===== src/hdl/board_pkg.sv =====
/*
 * board bring-up controller shared constants
 * timebase, register map, CTRL and STATUS bit layout
 */
package board_pkg;

    // ----------------------------------------
    // timebase
    // ----------------------------------------
    // clk20_g cycles in one microsecond
    localparam int clks_per_us = 20;
    localparam int us_per_ms   = 1000;
    localparam int cyc_cnt_w   = $clog2(clks_per_us);
    localparam int us_cnt_w    = $clog2(us_per_ms);
    // terminal counts of the two dividers
    localparam logic [cyc_cnt_w-1:0] cyc_last = cyc_cnt_w'(clks_per_us - 1);
    localparam logic [us_cnt_w-1:0]  us_last  = us_cnt_w'(us_per_ms - 1);

    // ----------------------------------------
    // wishbone register map
    // ----------------------------------------
    localparam int wb_data_w  = 32;
    localparam int reg_addr_w = 2;
    localparam logic [reg_addr_w-1:0] reg_ctrl   = 2'd0;
    localparam logic [reg_addr_w-1:0] reg_blink  = 2'd1;
    localparam logic [reg_addr_w-1:0] reg_status = 2'd2;
    localparam logic [reg_addr_w-1:0] reg_id     = 2'd3;

    // blink half-period in ms
    localparam int blink_w = 16;
    localparam logic [blink_w-1:0]   blink_default_ms = 16'd125;
    localparam logic [wb_data_w-1:0] board_id         = 32'h4C4E4B31;

    // CTRL layout, bits 0..5 implemented
    localparam int ctrl_w              = 6;
    localparam int ctrl_gt_rst_bit     = 0;
    localparam int ctrl_link_rst_bit   = 1;
    localparam int ctrl_loopback_lsb   = 2;
    localparam int ctrl_loopback_w     = 3;
    localparam int ctrl_power_down_bit = 5;

    // STATUS live bits
    localparam int stat_tx_lock_bit    = 0;
    localparam int stat_lane_up_bit    = 1;
    localparam int stat_channel_up_bit = 2;
    // STATUS sticky bits, write one to clear
    localparam int stat_frame_err_bit  = 8;
    localparam int stat_hard_err_bit   = 9;
    localparam int stat_soft_err_bit   = 10;

endpackage


===== src/hdl/board_ctrl_top.sv =====
/*
 * board bring-up controller top level
 * register slave, timebase and debug LED blinker
 */
`timescale 1ns/1ns

module board_ctrl_top import board_pkg::*; (
    input  logic                       clk20_g,
    input  logic                       rst_n,
    // wishbone classic slave
    input  logic                       wb_cyc,
    input  logic                       wb_stb,
    input  logic                       wb_we,
    input  logic [reg_addr_w-1:0]      wb_adr,
    input  logic [wb_data_w-1:0]       wb_dat_w,
    output logic [wb_data_w-1:0]       wb_dat_r,
    output logic                       wb_ack,
    // link status from transceiver
    input  logic                       link_tx_lock,
    input  logic                       link_lane_up,
    input  logic                       link_channel_up,
    input  logic                       link_frame_err,
    input  logic                       link_hard_err,
    input  logic                       link_soft_err,
    // link control to transceiver
    output logic                       link_gt_rst,
    output logic                       link_rst,
    output logic [ctrl_loopback_w-1:0] link_loopback,
    output logic                       link_power_down,
    // debug
    output logic                       dbg_led
);

    // ----------------------------------------
    // internal wiring
    // ----------------------------------------
    logic               tick_ms;
    logic [blink_w-1:0] blink_half_ms;
    logic               led_state;

    // us strobe only feeds the ms count inside the timer
    tick_timer u_tick (
        .clk20_g (clk20_g),
        .rst_n   (rst_n),
        .tick_us (),
        .tick_ms (tick_ms)
    );

    ctrl_regs u_regs (
        .clk20_g         (clk20_g),
        .rst_n           (rst_n),
        .wb_cyc          (wb_cyc),
        .wb_stb          (wb_stb),
        .wb_we           (wb_we),
        .wb_adr          (wb_adr),
        .wb_dat_w        (wb_dat_w),
        .wb_dat_r        (wb_dat_r),
        .wb_ack          (wb_ack),
        .link_tx_lock    (link_tx_lock),
        .link_lane_up    (link_lane_up),
        .link_channel_up (link_channel_up),
        .link_frame_err  (link_frame_err),
        .link_hard_err   (link_hard_err),
        .link_soft_err   (link_soft_err),
        .link_gt_rst     (link_gt_rst),
        .link_rst        (link_rst),
        .link_loopback   (link_loopback),
        .link_power_down (link_power_down),
        .blink_half_ms   (blink_half_ms)
    );

    led_blinker u_blink (
        .clk20_g       (clk20_g),
        .rst_n         (rst_n),
        .tick_ms       (tick_ms),
        .blink_half_ms (blink_half_ms),
        .led           (led_state)
    );

    // ----------------------------------------
    // debug LED
    // ----------------------------------------
    // dark while transceiver held in reset
    assign dbg_led = led_state & ~link_gt_rst;

endmodule


===== src/hdl/ctrl_regs.sv =====
/*
 * Wishbone classic register slave: CTRL, BLINK, STATUS and ID
 * drives link control lines and captures synchronized link status
 */
`timescale 1ns/1ns

module ctrl_regs import board_pkg::*; (
    input  logic                       clk20_g,
    input  logic                       rst_n,
    // wishbone classic slave
    input  logic                       wb_cyc,
    input  logic                       wb_stb,
    input  logic                       wb_we,
    input  logic [reg_addr_w-1:0]      wb_adr,
    input  logic [wb_data_w-1:0]       wb_dat_w,
    output logic [wb_data_w-1:0]       wb_dat_r,
    output logic                       wb_ack,
    // link status
    input  logic                       link_tx_lock,
    input  logic                       link_lane_up,
    input  logic                       link_channel_up,
    input  logic                       link_frame_err,
    input  logic                       link_hard_err,
    input  logic                       link_soft_err,
    // link control
    output logic                       link_gt_rst,
    output logic                       link_rst,
    output logic [ctrl_loopback_w-1:0] link_loopback,
    output logic                       link_power_down,
    // blinker period
    output logic [blink_w-1:0]         blink_half_ms
);

    // ----------------------------------------
    // status synchronizer
    // ----------------------------------------
    // {soft, hard, frame, channel, lane, tx_lock}
    logic [5:0] link_in;
    logic [5:0] sync_q1;
    logic [5:0] sync_q2;
    logic [2:0] live;
    logic [2:0] err;

    assign link_in = {link_soft_err, link_hard_err, link_frame_err,
                      link_channel_up, link_lane_up, link_tx_lock};

    always_ff @(posedge clk20_g) begin
        if (!rst_n) begin
            sync_q1 <= '0;
            sync_q2 <= '0;
        end else begin
            sync_q1 <= link_in;
            sync_q2 <= sync_q1;
        end
    end

    assign live = sync_q2[2:0];
    // {soft, hard, frame}
    assign err  = sync_q2[5:3];

    // ----------------------------------------
    // bus access
    // ----------------------------------------
    logic acc;
    logic wr_en;
    logic [ctrl_w-1:0]  ctrl_q;
    logic [blink_w-1:0] blink_q;
    // {soft, hard, frame}
    logic [2:0] sticky_q;
    logic [2:0] sticky_clr;
    logic [wb_data_w-1:0] rd_data;

    // new cycle, ack not yet given
    assign acc   = wb_cyc && wb_stb && !wb_ack;
    assign wr_en = acc && wb_we;

    // single-cycle ack, dropped while master releases stb
    always_ff @(posedge clk20_g) begin
        if (!rst_n) begin
            wb_ack <= 1'b0;
        end else begin
            wb_ack <= acc;
        end
    end

    // writes land on the edge that raises ack
    always_ff @(posedge clk20_g) begin
        if (!rst_n) begin
            ctrl_q  <= '0;
            blink_q <= blink_default_ms;
        end else if (wr_en) begin
            if (wb_adr == reg_ctrl) begin
                ctrl_q <= wb_dat_w[ctrl_w-1:0];
            end
            if (wb_adr == reg_blink) begin
                blink_q <= wb_dat_w[blink_w-1:0];
            end
        end
    end

    // write one to clear, only via STATUS
    always_comb begin
        sticky_clr = '0;
        if (wr_en && (wb_adr == reg_status)) begin
            sticky_clr = {wb_dat_w[stat_soft_err_bit],
                          wb_dat_w[stat_hard_err_bit],
                          wb_dat_w[stat_frame_err_bit]};
        end
    end

    // error seen high wins over clear in the same cycle
    always_ff @(posedge clk20_g) begin
        if (!rst_n) begin
            sticky_q <= '0;
        end else begin
            sticky_q <= (sticky_q & ~sticky_clr) | err;
        end
    end

    // read mux
    always_comb begin
        rd_data = '0;
        case (wb_adr)
            reg_ctrl:  rd_data[ctrl_w-1:0]  = ctrl_q;
            reg_blink: rd_data[blink_w-1:0] = blink_q;
            reg_status: begin
                rd_data[stat_tx_lock_bit]    = live[0];
                rd_data[stat_lane_up_bit]    = live[1];
                rd_data[stat_channel_up_bit] = live[2];
                rd_data[stat_frame_err_bit]  = sticky_q[0];
                rd_data[stat_hard_err_bit]   = sticky_q[1];
                rd_data[stat_soft_err_bit]   = sticky_q[2];
            end
            reg_id:    rd_data = board_id;
            default:   rd_data = '0;
        endcase
    end

    // read data held with ack
    always_ff @(posedge clk20_g) begin
        if (acc) begin
            wb_dat_r <= rd_data;
        end
    end

    // ----------------------------------------
    // outputs
    // ----------------------------------------
    assign link_gt_rst     = ctrl_q[ctrl_gt_rst_bit];
    assign link_rst        = ctrl_q[ctrl_link_rst_bit];
    assign link_loopback   = ctrl_q[ctrl_loopback_lsb +: ctrl_loopback_w];
    assign link_power_down = ctrl_q[ctrl_power_down_bit];
    assign blink_half_ms   = blink_q;

endmodule


===== src/hdl/led_blinker.sv =====
/*
 * LED blinker: toggles the LED every blink_half_ms millisecond strobes
 * period zero holds the LED low
 */
`timescale 1ns/1ns

module led_blinker import board_pkg::*; (
    input  logic               clk20_g,
    input  logic               rst_n,
    input  logic               tick_ms,
    input  logic [blink_w-1:0] blink_half_ms,
    output logic               led
);

    // ms strobes since last toggle
    logic [blink_w-1:0] ms_cnt;
    // period seen on the previous cycle
    logic [blink_w-1:0] period_q;

    logic period_chg;
    logic period_zero;
    logic half_done;

    assign period_chg  = (blink_half_ms != period_q);
    assign period_zero = (blink_half_ms == '0);
    // this strobe completes the half-period
    assign half_done   = tick_ms && !period_zero && (ms_cnt == blink_half_ms - 1'b1);

    always_ff @(posedge clk20_g) begin
        if (!rst_n) begin
            ms_cnt   <= '0;
            period_q <= '0;
            led      <= 1'b0;
        end else begin
            period_q <= blink_half_ms;
            if (period_chg) begin
                // new period, count restarts from this cycle
                ms_cnt <= '0;
            end else if (half_done) begin
                ms_cnt <= '0;
                led    <= ~led;
            end else if (tick_ms && !period_zero) begin
                ms_cnt <= ms_cnt + 1'b1;
            end
            // stopped blinker parks the LED off
            if (period_zero) begin
                led <= 1'b0;
            end
        end
    end

endmodule


===== src/hdl/tick_timer.sv =====
/*
 * timebase: one-cycle microsecond and millisecond strobes
 * derived from clk20_g by two cascaded wrap counters
 */
`timescale 1ns/1ns

module tick_timer import board_pkg::*; (
    input  logic clk20_g,
    input  logic rst_n,
    output logic tick_us,
    output logic tick_ms
);

    // ----------------------------------------
    // counters
    // ----------------------------------------
    // clock cycles inside the current microsecond
    logic [cyc_cnt_w-1:0] cyc_cnt;
    // microseconds inside the current millisecond
    logic [us_cnt_w-1:0]  us_cnt;

    // wrap conditions
    logic us_wrap;
    logic ms_wrap;

    // last cycle of a microsecond
    assign us_wrap = (cyc_cnt == cyc_last);
    // last cycle of the last microsecond of a millisecond
    assign ms_wrap = us_wrap && (us_cnt == us_last);

    always_ff @(posedge clk20_g) begin
        if (!rst_n) begin
            cyc_cnt <= '0;
        end else if (us_wrap) begin
            cyc_cnt <= '0;
        end else begin
            cyc_cnt <= cyc_cnt + 1'b1;
        end
    end

    // advances only on the microsecond wrap
    always_ff @(posedge clk20_g) begin
        if (!rst_n) begin
            us_cnt <= '0;
        end else if (ms_wrap) begin
            us_cnt <= '0;
        end else if (us_wrap) begin
            us_cnt <= us_cnt + 1'b1;
        end
    end

    // ----------------------------------------
    // strobes
    // ----------------------------------------
    // registered, one clk wide
    // tick_us every 20 cycles, tick_ms on every 1000th tick_us
    always_ff @(posedge clk20_g) begin
        if (!rst_n) begin
            tick_us <= 1'b0;
            tick_ms <= 1'b0;
        end else begin
            tick_us <= us_wrap;
            tick_ms <= ms_wrap;
        end
    end

endmodule


===== config.mk =====
export PLATFORM = sky130hd
export DESIGN_NAME = board_ctrl_top
export DESIGN_NICKNAME = d
export VERILOG_FILES = /design/src/hdl/board_pkg.sv /design/src/hdl/board_ctrl_top.sv /design/src/hdl/ctrl_regs.sv /design/src/hdl/led_blinker.sv /design/src/hdl/tick_timer.sv
export SDC_FILE = /design/constraint.sdc
export NUM_CORES = 1
export LEC_CHECK = 0
export BUFFER_PORTS_ARGS = -buffer_cell sky130_fd_sc_hd__buf_2
export CELL_PAD_IN_SITES_DETAIL_PLACEMENT = 0
export CELL_PAD_IN_SITES_GLOBAL_PLACEMENT = 1
export CORE_UTILIZATION = 40
export CTS_BUF_LIST = sky130_fd_sc_hd__clkbuf_16
export CTS_CLUSTER_DIAMETER = 200
export DETAILED_ROUTE_END_ITERATION = 8
export PLACE_DENSITY = 0.76
export SYNTH_ARGS = -nofsm -noshare
export SYNTH_HDL_FRONTEND = slang
export SYNTH_SLANG_ARGS = --single-unit

===== constraint.sdc =====
create_clock -name clk20_g -period 7.9 [get_ports clk20_g]
set_input_delay 1.185 -clock clk20_g [delete_from_list [all_inputs] [get_ports clk20_g]]
set_output_delay 1.185 -clock clk20_g [all_outputs]
set_load 0.05 [all_outputs]

==> metrics.md, run 1 <==
| Metric | Value |
|---|---|
| Power Dens Cells | `~200 mW/mm²` |
| Yosys cell types | `between 50 and 60` |
| I/O Buffers | `59` |
| Worst Path Required | `8.08 ns` |
| Warnings from Yosys | `0` |
| Worst vdd ir | `0.154 mV` |
| Vias post-DR | `3,443` |
| Reg clk slew, reported paths | `0.07 ns` |
| RSZ-0062 raised after global routing | `no` |
| Sequential share of the synthesized area | `46.8%` |
| Most frequent cells in the layout | `dfxtp_1, buf_2, nand2_1` |
| Predominant post-synthesis flop cell | `dfxtp_1` |
| Flop-to-flop setup slack | `4.81 ns` |
| Max-slew violation count | `0` |
| TNS Setup | `0 ns` |
| Grt ovf | `0` |
| Critical path class | `reg -> reg` |
| Layout Nets | `581` |
| CTS resizes | `0` |
| Max Fclk | `0.323 GHz` |
| Netlist Area Pre-Place | `approximately 0.0048 mm²` |
| # H-tree levels | `3` |
| Hold Path Origin | `u_regs.sync_q1[5]$_SDFF_PN0_` |
| Setup bufs post-CTS | `0` |
| CP startpoint | `u_regs.blink_half_ms[0]$_SDFFE_PN1P_` |
| Status | `finished with violations` |
| Final cell count without fillers | `roughly 700` |
| Clk Latency, worst-skew pair | `0.34 ns` |
| Hold Buf Count CTS | `0` |
| Critical Path AT | `3.28 ns` |
| Setup Skew | `0.00786 ns` |
| Cell count after synthesis | `503` |
| Critical Path End Type | `register` |
| Critical path's largest stage delay | `0.82 ns` |
| Area growth from synthesis to layout | `11.2%` |
| Core Area | `0.0116 mm²` |
| Critical path depth | `7` |
| Cells along the critical path | `inv_1, ha_1, nor3b_1, a31oi_1, or4_4, nor4_4, nor3_1` |
| Crit-path max FO | `16` |
| CP top delay family | `simple AND/OR/NAND/NOR gates` |
| GRT Total Usage | `16.0%` |
| Clock Root Buffer | `clkbuf_16` |
| Hold crit path type | `reg -> reg` |
| Placed Cells incl. Taps | `664` |
| Final HPWL DP | `around 6700 µm` |
| Final Power | `0.00108 W` |
| Vias per cell | `5.06` |
| Static leakage | `2.08 nW` |
| Initial antenna violation count | `0` |
| Die area | `0.0125 mm²` |
| Row count | `39` |
| CTS tree | `done` |
| CP max-delay cell | `nor4_4` |
| Max-Cap Viols | `0` |
| Int Power | `0.000822 W` |
| Vias in the first global route | `3,304` |
| Routed len/inst | `13.9 µm` |
| Sequential share of power | `51.6%` |
| Post-synth EDFFs | `17` |
| Sw Pwr | `0.000261 W` |
| Min cycle time layout | `3.09 ns` |
| Comb pwr share | `7.4%` |
| Worst Reg-to-Reg Cells | `7` |
| Net Sw Frac | `~24%` |
| CP startpoint kind | `register` |
| CTS Buf Count | `9` |
| Starting Density | `41.6%` |
| Crit path buffers/inverters | `1` |
| TritonRoute pass-1 iters | `9` |
| Die H | `112 µm` |
| Hold violation count in the final report | `0` |
| Fraction of registers with async set or reset after synthesis | `0%` |
| Ports | `85` |
| DRC Markers | `2` |
| Clock power share | `41.0%` |
| Layout cells sized above 1 | `16.0%` |
| Period utilization | `around 39%` |
| Slew @ Worst Pin | `0.895 ns` |
| First-pass GRT wire length | `16,100 µm` |
| Clock sink count | `104` |
| Leading cell type in the layout, fill and taps excluded | `dfxtp_1` |
| ANT nets after route | `0` |
| Iter 0 DRT Violations | `180` |
| ANT cells | `0` |
| Post-Route WL | `9480 µm` |
| Final setup fails | `0` |
| Yosys reg bits | `104` |
| Clock Path Buffers | `2` |
| Largest net degree at the start of global routing | `65` |
| Die Wd | `112 µm` |
| R2r endpoint | `u_blink.ms_cnt[12]$_SDFFE_PP0P_` |
| Violated checks | `DRC` |
| Worst Setup EP | `u_blink.ms_cnt[12]$_SDFFE_PP0P_` |
| Rel. slew slack | `39.9%` |
| GP Congestion | `0.821` |
| Worst R2R Start | `u_regs.blink_half_ms[0]$_SDFFE_PN1P_` |
| Mean Syn Cell Area | `approximately 9.6 µm²` |
flip-flops by register name, summed over array words and instances (netlist names):
| name | count |
|---|---|
| u_regs.wb_ack | 1 |
| u_blink.led | 1 |
| u_regs.sticky_q | 3 |
| u_blink.period_q | 16 |
| u_regs.ctrl_q | 6 |
| u_blink.ms_cnt | 16 |
| u_tick.cyc_cnt | 5 |
| u_regs.sync_q2 | 6 |
| u_tick.us_cnt | 10 |
| u_regs.sync_q1 | 6 |
| u_regs.wb_dat_r | 17 |
| u_regs.blink_half_ms | 16 |
| u_tick.tick_ms | 1 |
stage by stage:
step	hold slack (ns)	utilization, %	cell area, µm²	setup slack, ns
detailed placement	0.421	43.7	5050	4.52
finish	0.433	46.3	5350	4.81
CTS	0.440	46.3	5350	4.76
global placement	0.415	43.7	5050	4.53
floorplan	0.412	-	4840	4.77
global route	0.444	46.3	5350	4.48
worst register-to-register path: stages (launching register included):
cell	delay [ns]
dfxtp_1	0.37
inv_1	0.12
ha_1	0.25
nor3b_1	0.52
a31oi_1	0.18
or4_4	0.53
nor4_4	0.82
nor3_1	0.15
synth_stat cells (4+ instances only):
master | n | area [µm²]
nand2_1 | 54 | 203
a21boi_0 | 13 | 97.6
clkbuf_1 | 28 | 105
o21ai_0 | 8 | 40.0
dfxtp_1 | 87 | 1740
nor2_1 | 21 | 78.8
xnor2_1 | 33 | 289
nor3_1 | 21 | 105
xor2_1 | 25 | 219
nor3b_1 | 4 | 30.0
a21oi_1 | 8 | 40.0
nand4_1 | 10 | 62.6
nor2b_1 | 12 | 75.1
and2_1 | 40 | 250
o21a_1 | 5 | 37.5
inv_1 | 4 | 15.0
nand3_1 | 17 | 85.1
and3_1 | 10 | 62.6
edfxtp_1 | 17 | 510
buf_2 | 4 | 20.0
mux2i_1 | 13 | 130
or3_1 | 4 | 25.0
buf_4 | 16 | 120
ha_1 | 4 | 50.1
kinds of logic (layout without fill, tap and decap cells):
| family | Yosys count | count (layout) | synth area share (%) |
|---|---|---|---|
| simple gates | 217 | 217 | 25.1 |
| flops | 104 | 104 | 46.8 |
| xor+xnor | 59 | 59 | 11.0 |
| mux | 13 | 13 | 2.71 |
| other cells | 1 | 9 | 0.0780 |
| fa+ha+maj | 4 | 4 | 1.04 |
| compound gates | 51 | 51 | 7.36 |
| buf+inv | 54 | 80 | 5.88 |
metal layers:
layer  track usage, %  vias to the layer above  wire length [µm]
met4             4.32                        0                42
met2             26.3                       57              4440
met1             21.3                     1639              4700
li1                 -                     1745                 -
met5                0                        -                 0
met3             3.32                        2               300
area by class of cell:
type	instances	area, µm²
clock buffer	9	225
clock inverter	7	70.1
multi-input combinational	353	2300
sequential	104	2250
timing repair buffer	60	303
inverter	4	15.0
fill	1110	6220
tap	143	179
how the worst min path moves through the flow:
stage,end,slack (ns),cells after the start
after floorplan,u_regs.sync_q2[0]$_SDFF_PN0_,0.41,1
after global placement,u_regs.sync_q2[0]$_SDFF_PN0_,0.41,1
after detailed placement,u_regs.sync_q2[5]$_SDFF_PN0_,0.42,1
after CTS,u_regs.sync_q2[5]$_SDFF_PN0_,0.44,1
after global routing,u_regs.sync_q2[5]$_SDFF_PN0_,0.44,1
final,u_regs.sync_q2[5]$_SDFF_PN0_,0.43,1
power groups by stage:
| stage | Clock [W] | Sequential [W] | Combinational (W) |
|---|---|---|---|
| finish | 0.000444 | 0.000559 | 0.0000804 |
| global route | 0.000475 | 0.000560 | 0.0000869 |
| CTS | 0.000457 | 0.000559 | 0.0000810 |
| detailed placement | 0 | 0.000571 | 0.0000808 |
| global placement | 0 | 0.000571 | 0.0000799 |
| floorplan | 0 | 0.000583 | 0.0000527 |
(Power assumes the default switching activity.)
==> run 2: changes to the inputs <==
==> constraint.sdc (replaced) <==
create_clock -name clk20_g -period 3.2 [get_ports clk20_g]
set_input_delay 0.48 -clock clk20_g [delete_from_list [all_inputs] [get_ports clk20_g]]
set_output_delay 0.48 -clock clk20_g [all_outputs]
set_load 0.05 [all_outputs]
==> run 2 against run 1 <==
The flow still finishes with violations (DRC). Sequential share of layout area shrank 0.53 points. First-iteration DRC count shrank 29%. Routed wire length grew 1.6%. Core utilization grew 0.58 points. Sequential cell count is the same. Non-clock buffer count grew 11. Register-to-register slack lost 4.5 ns. Critical endpoint is now u_blink.ms_cnt[9]$_SDFFE_PP0P_. Final cell count grew 1.6%. Hold slack lost 0.10 ns. Sequential power grew 150%.
==> metrics.md, run 2 (synthesized netlist as in run 1, its figures left out) <==
| Metric | Value |
|---|---|
| Status | `finished with violations` |
| Violated checks | `DRC` |
| Reg clk slew, reported paths | `0.07 ns (about the same)` |
| Comb pwr share | `7.8% (+0.4 points)` |
| Iter 0 DRT Violations | `128 (-29%)` |
| CP startpoint kind | `register` |
| ANT cells | `0 (unchanged)` |
| Leading cell type in the layout, fill and taps excluded | `dfxtp_1` |
| Max Fclk | `0.342 GHz (+5.7%)` |
| Layout cells sized above 1 | `17.9% (+1.9 points)` |
| Crit-path max FO | `7 (-9)` |
| Row count | `39 (unchanged)` |
| Starting Density | `41.6% (unchanged)` |
| ANT nets after route | `0 (unchanged)` |
| CTS tree | `done` |
| Sequential share of power | `52.8% (+1.2 points)` |
| Routed len/inst | `13.9 µm (about the same)` |
| Area of the multi-input gates | `0.00230 mm² (unchanged)` |
| RSZ-0062 raised after global routing | `no` |
| Clock Path Buffers | `2 (unchanged)` |
| Sw Pwr | `0.000651 W (+150%)` |
| Die area | `0.0125 mm² (unchanged)` |
| Min cycle time layout | `2.93 ns (-0.166 ns)` |
| Hold Buf Count CTS | `0 (unchanged)` |
| TNS Setup | `0 ns (unchanged)` |
| Setup bufs post-CTS | `0 (unchanged)` |
| Vias post-DR | `3,437 (-0.17%)` |
| Setup Skew | `0.00823 ns (+0.000366 ns)` |
| # H-tree levels | `3 (unchanged)` |
| Critical Path End Type | `register` |
| GRT Total Usage | `16.3% (+0.27 points)` |
| Worst Path Required | `3.41 ns (-4.67 ns)` |
| Core Area | `0.0116 mm² (unchanged)` |
| Power Dens Cells | `482 mW/mm² (+140%)` |
| GP Congestion | `0.791 (-3.5%)` |
| Max-Cap Viols | `0 (unchanged)` |
| Clock Root Buffer | `clkbuf_16` |
| Slew @ Worst Pin | `0.698 ns (-0.196 ns)` |
| Layout Nets | `592 (+1.9%)` |
| First-pass GRT wire length | `16,300 µm (+1.1%)` |
| CTS resizes | `0 (unchanged)` |
| Clk Latency, worst-skew pair | `0.35 ns (about the same)` |
| Worst vdd ir | `0.310 mV (+100%)` |
| Post-Route WL | `9630 µm (+1.6%)` |
| Vias in the first global route | `3,322 (+0.54%)` |
| Area growth from synthesis to layout | `12.6%` |
| Largest net degree at the start of global routing | `63 (-3.1%)` |
| Net Sw Frac | `24.9% (+0.84 points)` |
| I/O Buffers | `59 (unchanged)` |
| Core Util, Final | `46.8% (+0.58 points)` |
| Largest reg by FF count | `u_regs.wb_dat_r` |
| Die Wd | `112 µm (unchanged)` |
| Hold violation count in the final report | `0 (unchanged)` |
| CTS Buf Count | `9 (unchanged)` |
| Max-slew violation count | `0 (unchanged)` |
| Ports | `85 (unchanged)` |
| Grt ovf | `0 (unchanged)` |
| Vias per cell | `4.97 (-1.8%)` |
| Most frequent cells in the layout | `dfxtp_1, buf_2, nand2_1` |
| Fillers | `1,092 (-1.6%)` |
| Clock power share | `39.4% (-1.6 points)` |
| Die H | `112 µm (unchanged)` |
| Critical path class | `reg -> reg` |
| Critical Path AT | `3.14 ns (-0.14 ns)` |
| Register area | `0.00225 mm² (unchanged)` |
| Period utilization | `91.5% (+52 points)` |
| Rel. slew slack | `53.1% (+13 points)` |
| Int Power | `0.00196 W (+140%)` |
| Critical path's largest stage delay | `0.76 ns (-0.06 ns)` |
| Static leakage | `2.13 nW (+2.4%)` |
| Max reg flops | `17 (unchanged)` |
| Clock sink count | `104 (unchanged)` |
| Initial antenna violation count | `0 (unchanged)` |
| Final setup fails | `0 (unchanged)` |
| TritonRoute pass-1 iters | `6 (-3)` |
| Cells along the critical path | `inv_1, ha_1, or4b_2, or4_2, and3_1, nand3_1, xor2_1, nor3_1` |
| CP max-delay cell | `or4_2` |
| DRC Markers | `4 (+2)` |
| Final HPWL DP | `6870 µm (+2.7%)` |
| Hold crit path type | `in -> reg` |
## run 2: cell count changes in the layout (fill, tap and decap cells not counted), sizes merged
cell	previous run	this run
buf	60	71
bufinv	1	0
clkinv	3	5
clkinvlp	1	0
## run 2: worst max-delay path, delay by kind of cell (launching register included)
kind / cells / cell delay [ns]
fa+ha+maj: 1 / 0.25
flops: 1 / 0.31
xor+xnor: 1 / 0.17
simple gates: 5 / 1.96
buf+inv: 1 / 0.10
## run 2: routing by layer
metal	routed length [µm]	part of all wire (%)	vias to the layer above	track usage [%]
li1	-	-	1763	-
met3	397	4.1	9	3.70
met2	4490	47	60	25.8
met4	116	1.2	0	5.86
met5	0	0	-	0
met1	4630	48	1605	21.8
## run 2: layout make-up
class | count | share of cell area, %
Timing Repair Buffer | 71 | 7.11
Clock buffer | 9 | 4.16
Tap cell | 143 | 3.30
Inverter | 4 | 0.277
Multi-Input combinational cell | 353 | 42.6
Clock inverter | 7 | 1.02
Sequential cell | 104 | 41.6
## run 2: metrics by stage
stage	total power (W)	instance area (µm²)	setup slack, ns	hold WS (ns)	std cells
3_5_place_dp	0.00161	5140	0.300	0.422	675
3_3_place_gp	0.00161	5140	0.330	0.415	675
6_report	0.00261	5420	0.272	0.332	691
5_1_grt	0.00272	5420	0.101	0.320	691
2_1_floorplan	0.00157	4840	0.411	0.412	511
4_1_cts	0.00265	5420	0.286	0.319	691
## run 2: worst paths after layout
path,cells after the start,slack [ns],to,startpoint
max,8,0.27,u_blink.ms_cnt[9]$_SDFFE_PP0P_,u_regs.blink_half_ms[0]$_SDFFE_PN1P_
min,2,0.33,u_regs.sync_q1[1]$_SDFF_PN0_,link_lane_up
max reg2reg,8,0.27,u_blink.ms_cnt[9]$_SDFFE_PP0P_,u_regs.blink_half_ms[0]$_SDFFE_PN1P_
min reg2reg,1,0.43,u_regs.sync_q2[1]$_SDFF_PN0_,u_regs.sync_q1[1]$_SDFF_PN0_
## run 2: power by group through the flow
stage	Sequential [W]	Combinational [W]	Clock, W
3_5_place_dp	0.00141	0.000205	0
5_1_grt	0.00138	0.000221	0.00111
2_1_floorplan	0.00144	0.000130	0
6_report	0.00138	0.000205	0.00103
4_1_cts	0.00138	0.000206	0.00106
3_3_place_gp	0.00141	0.000203	0
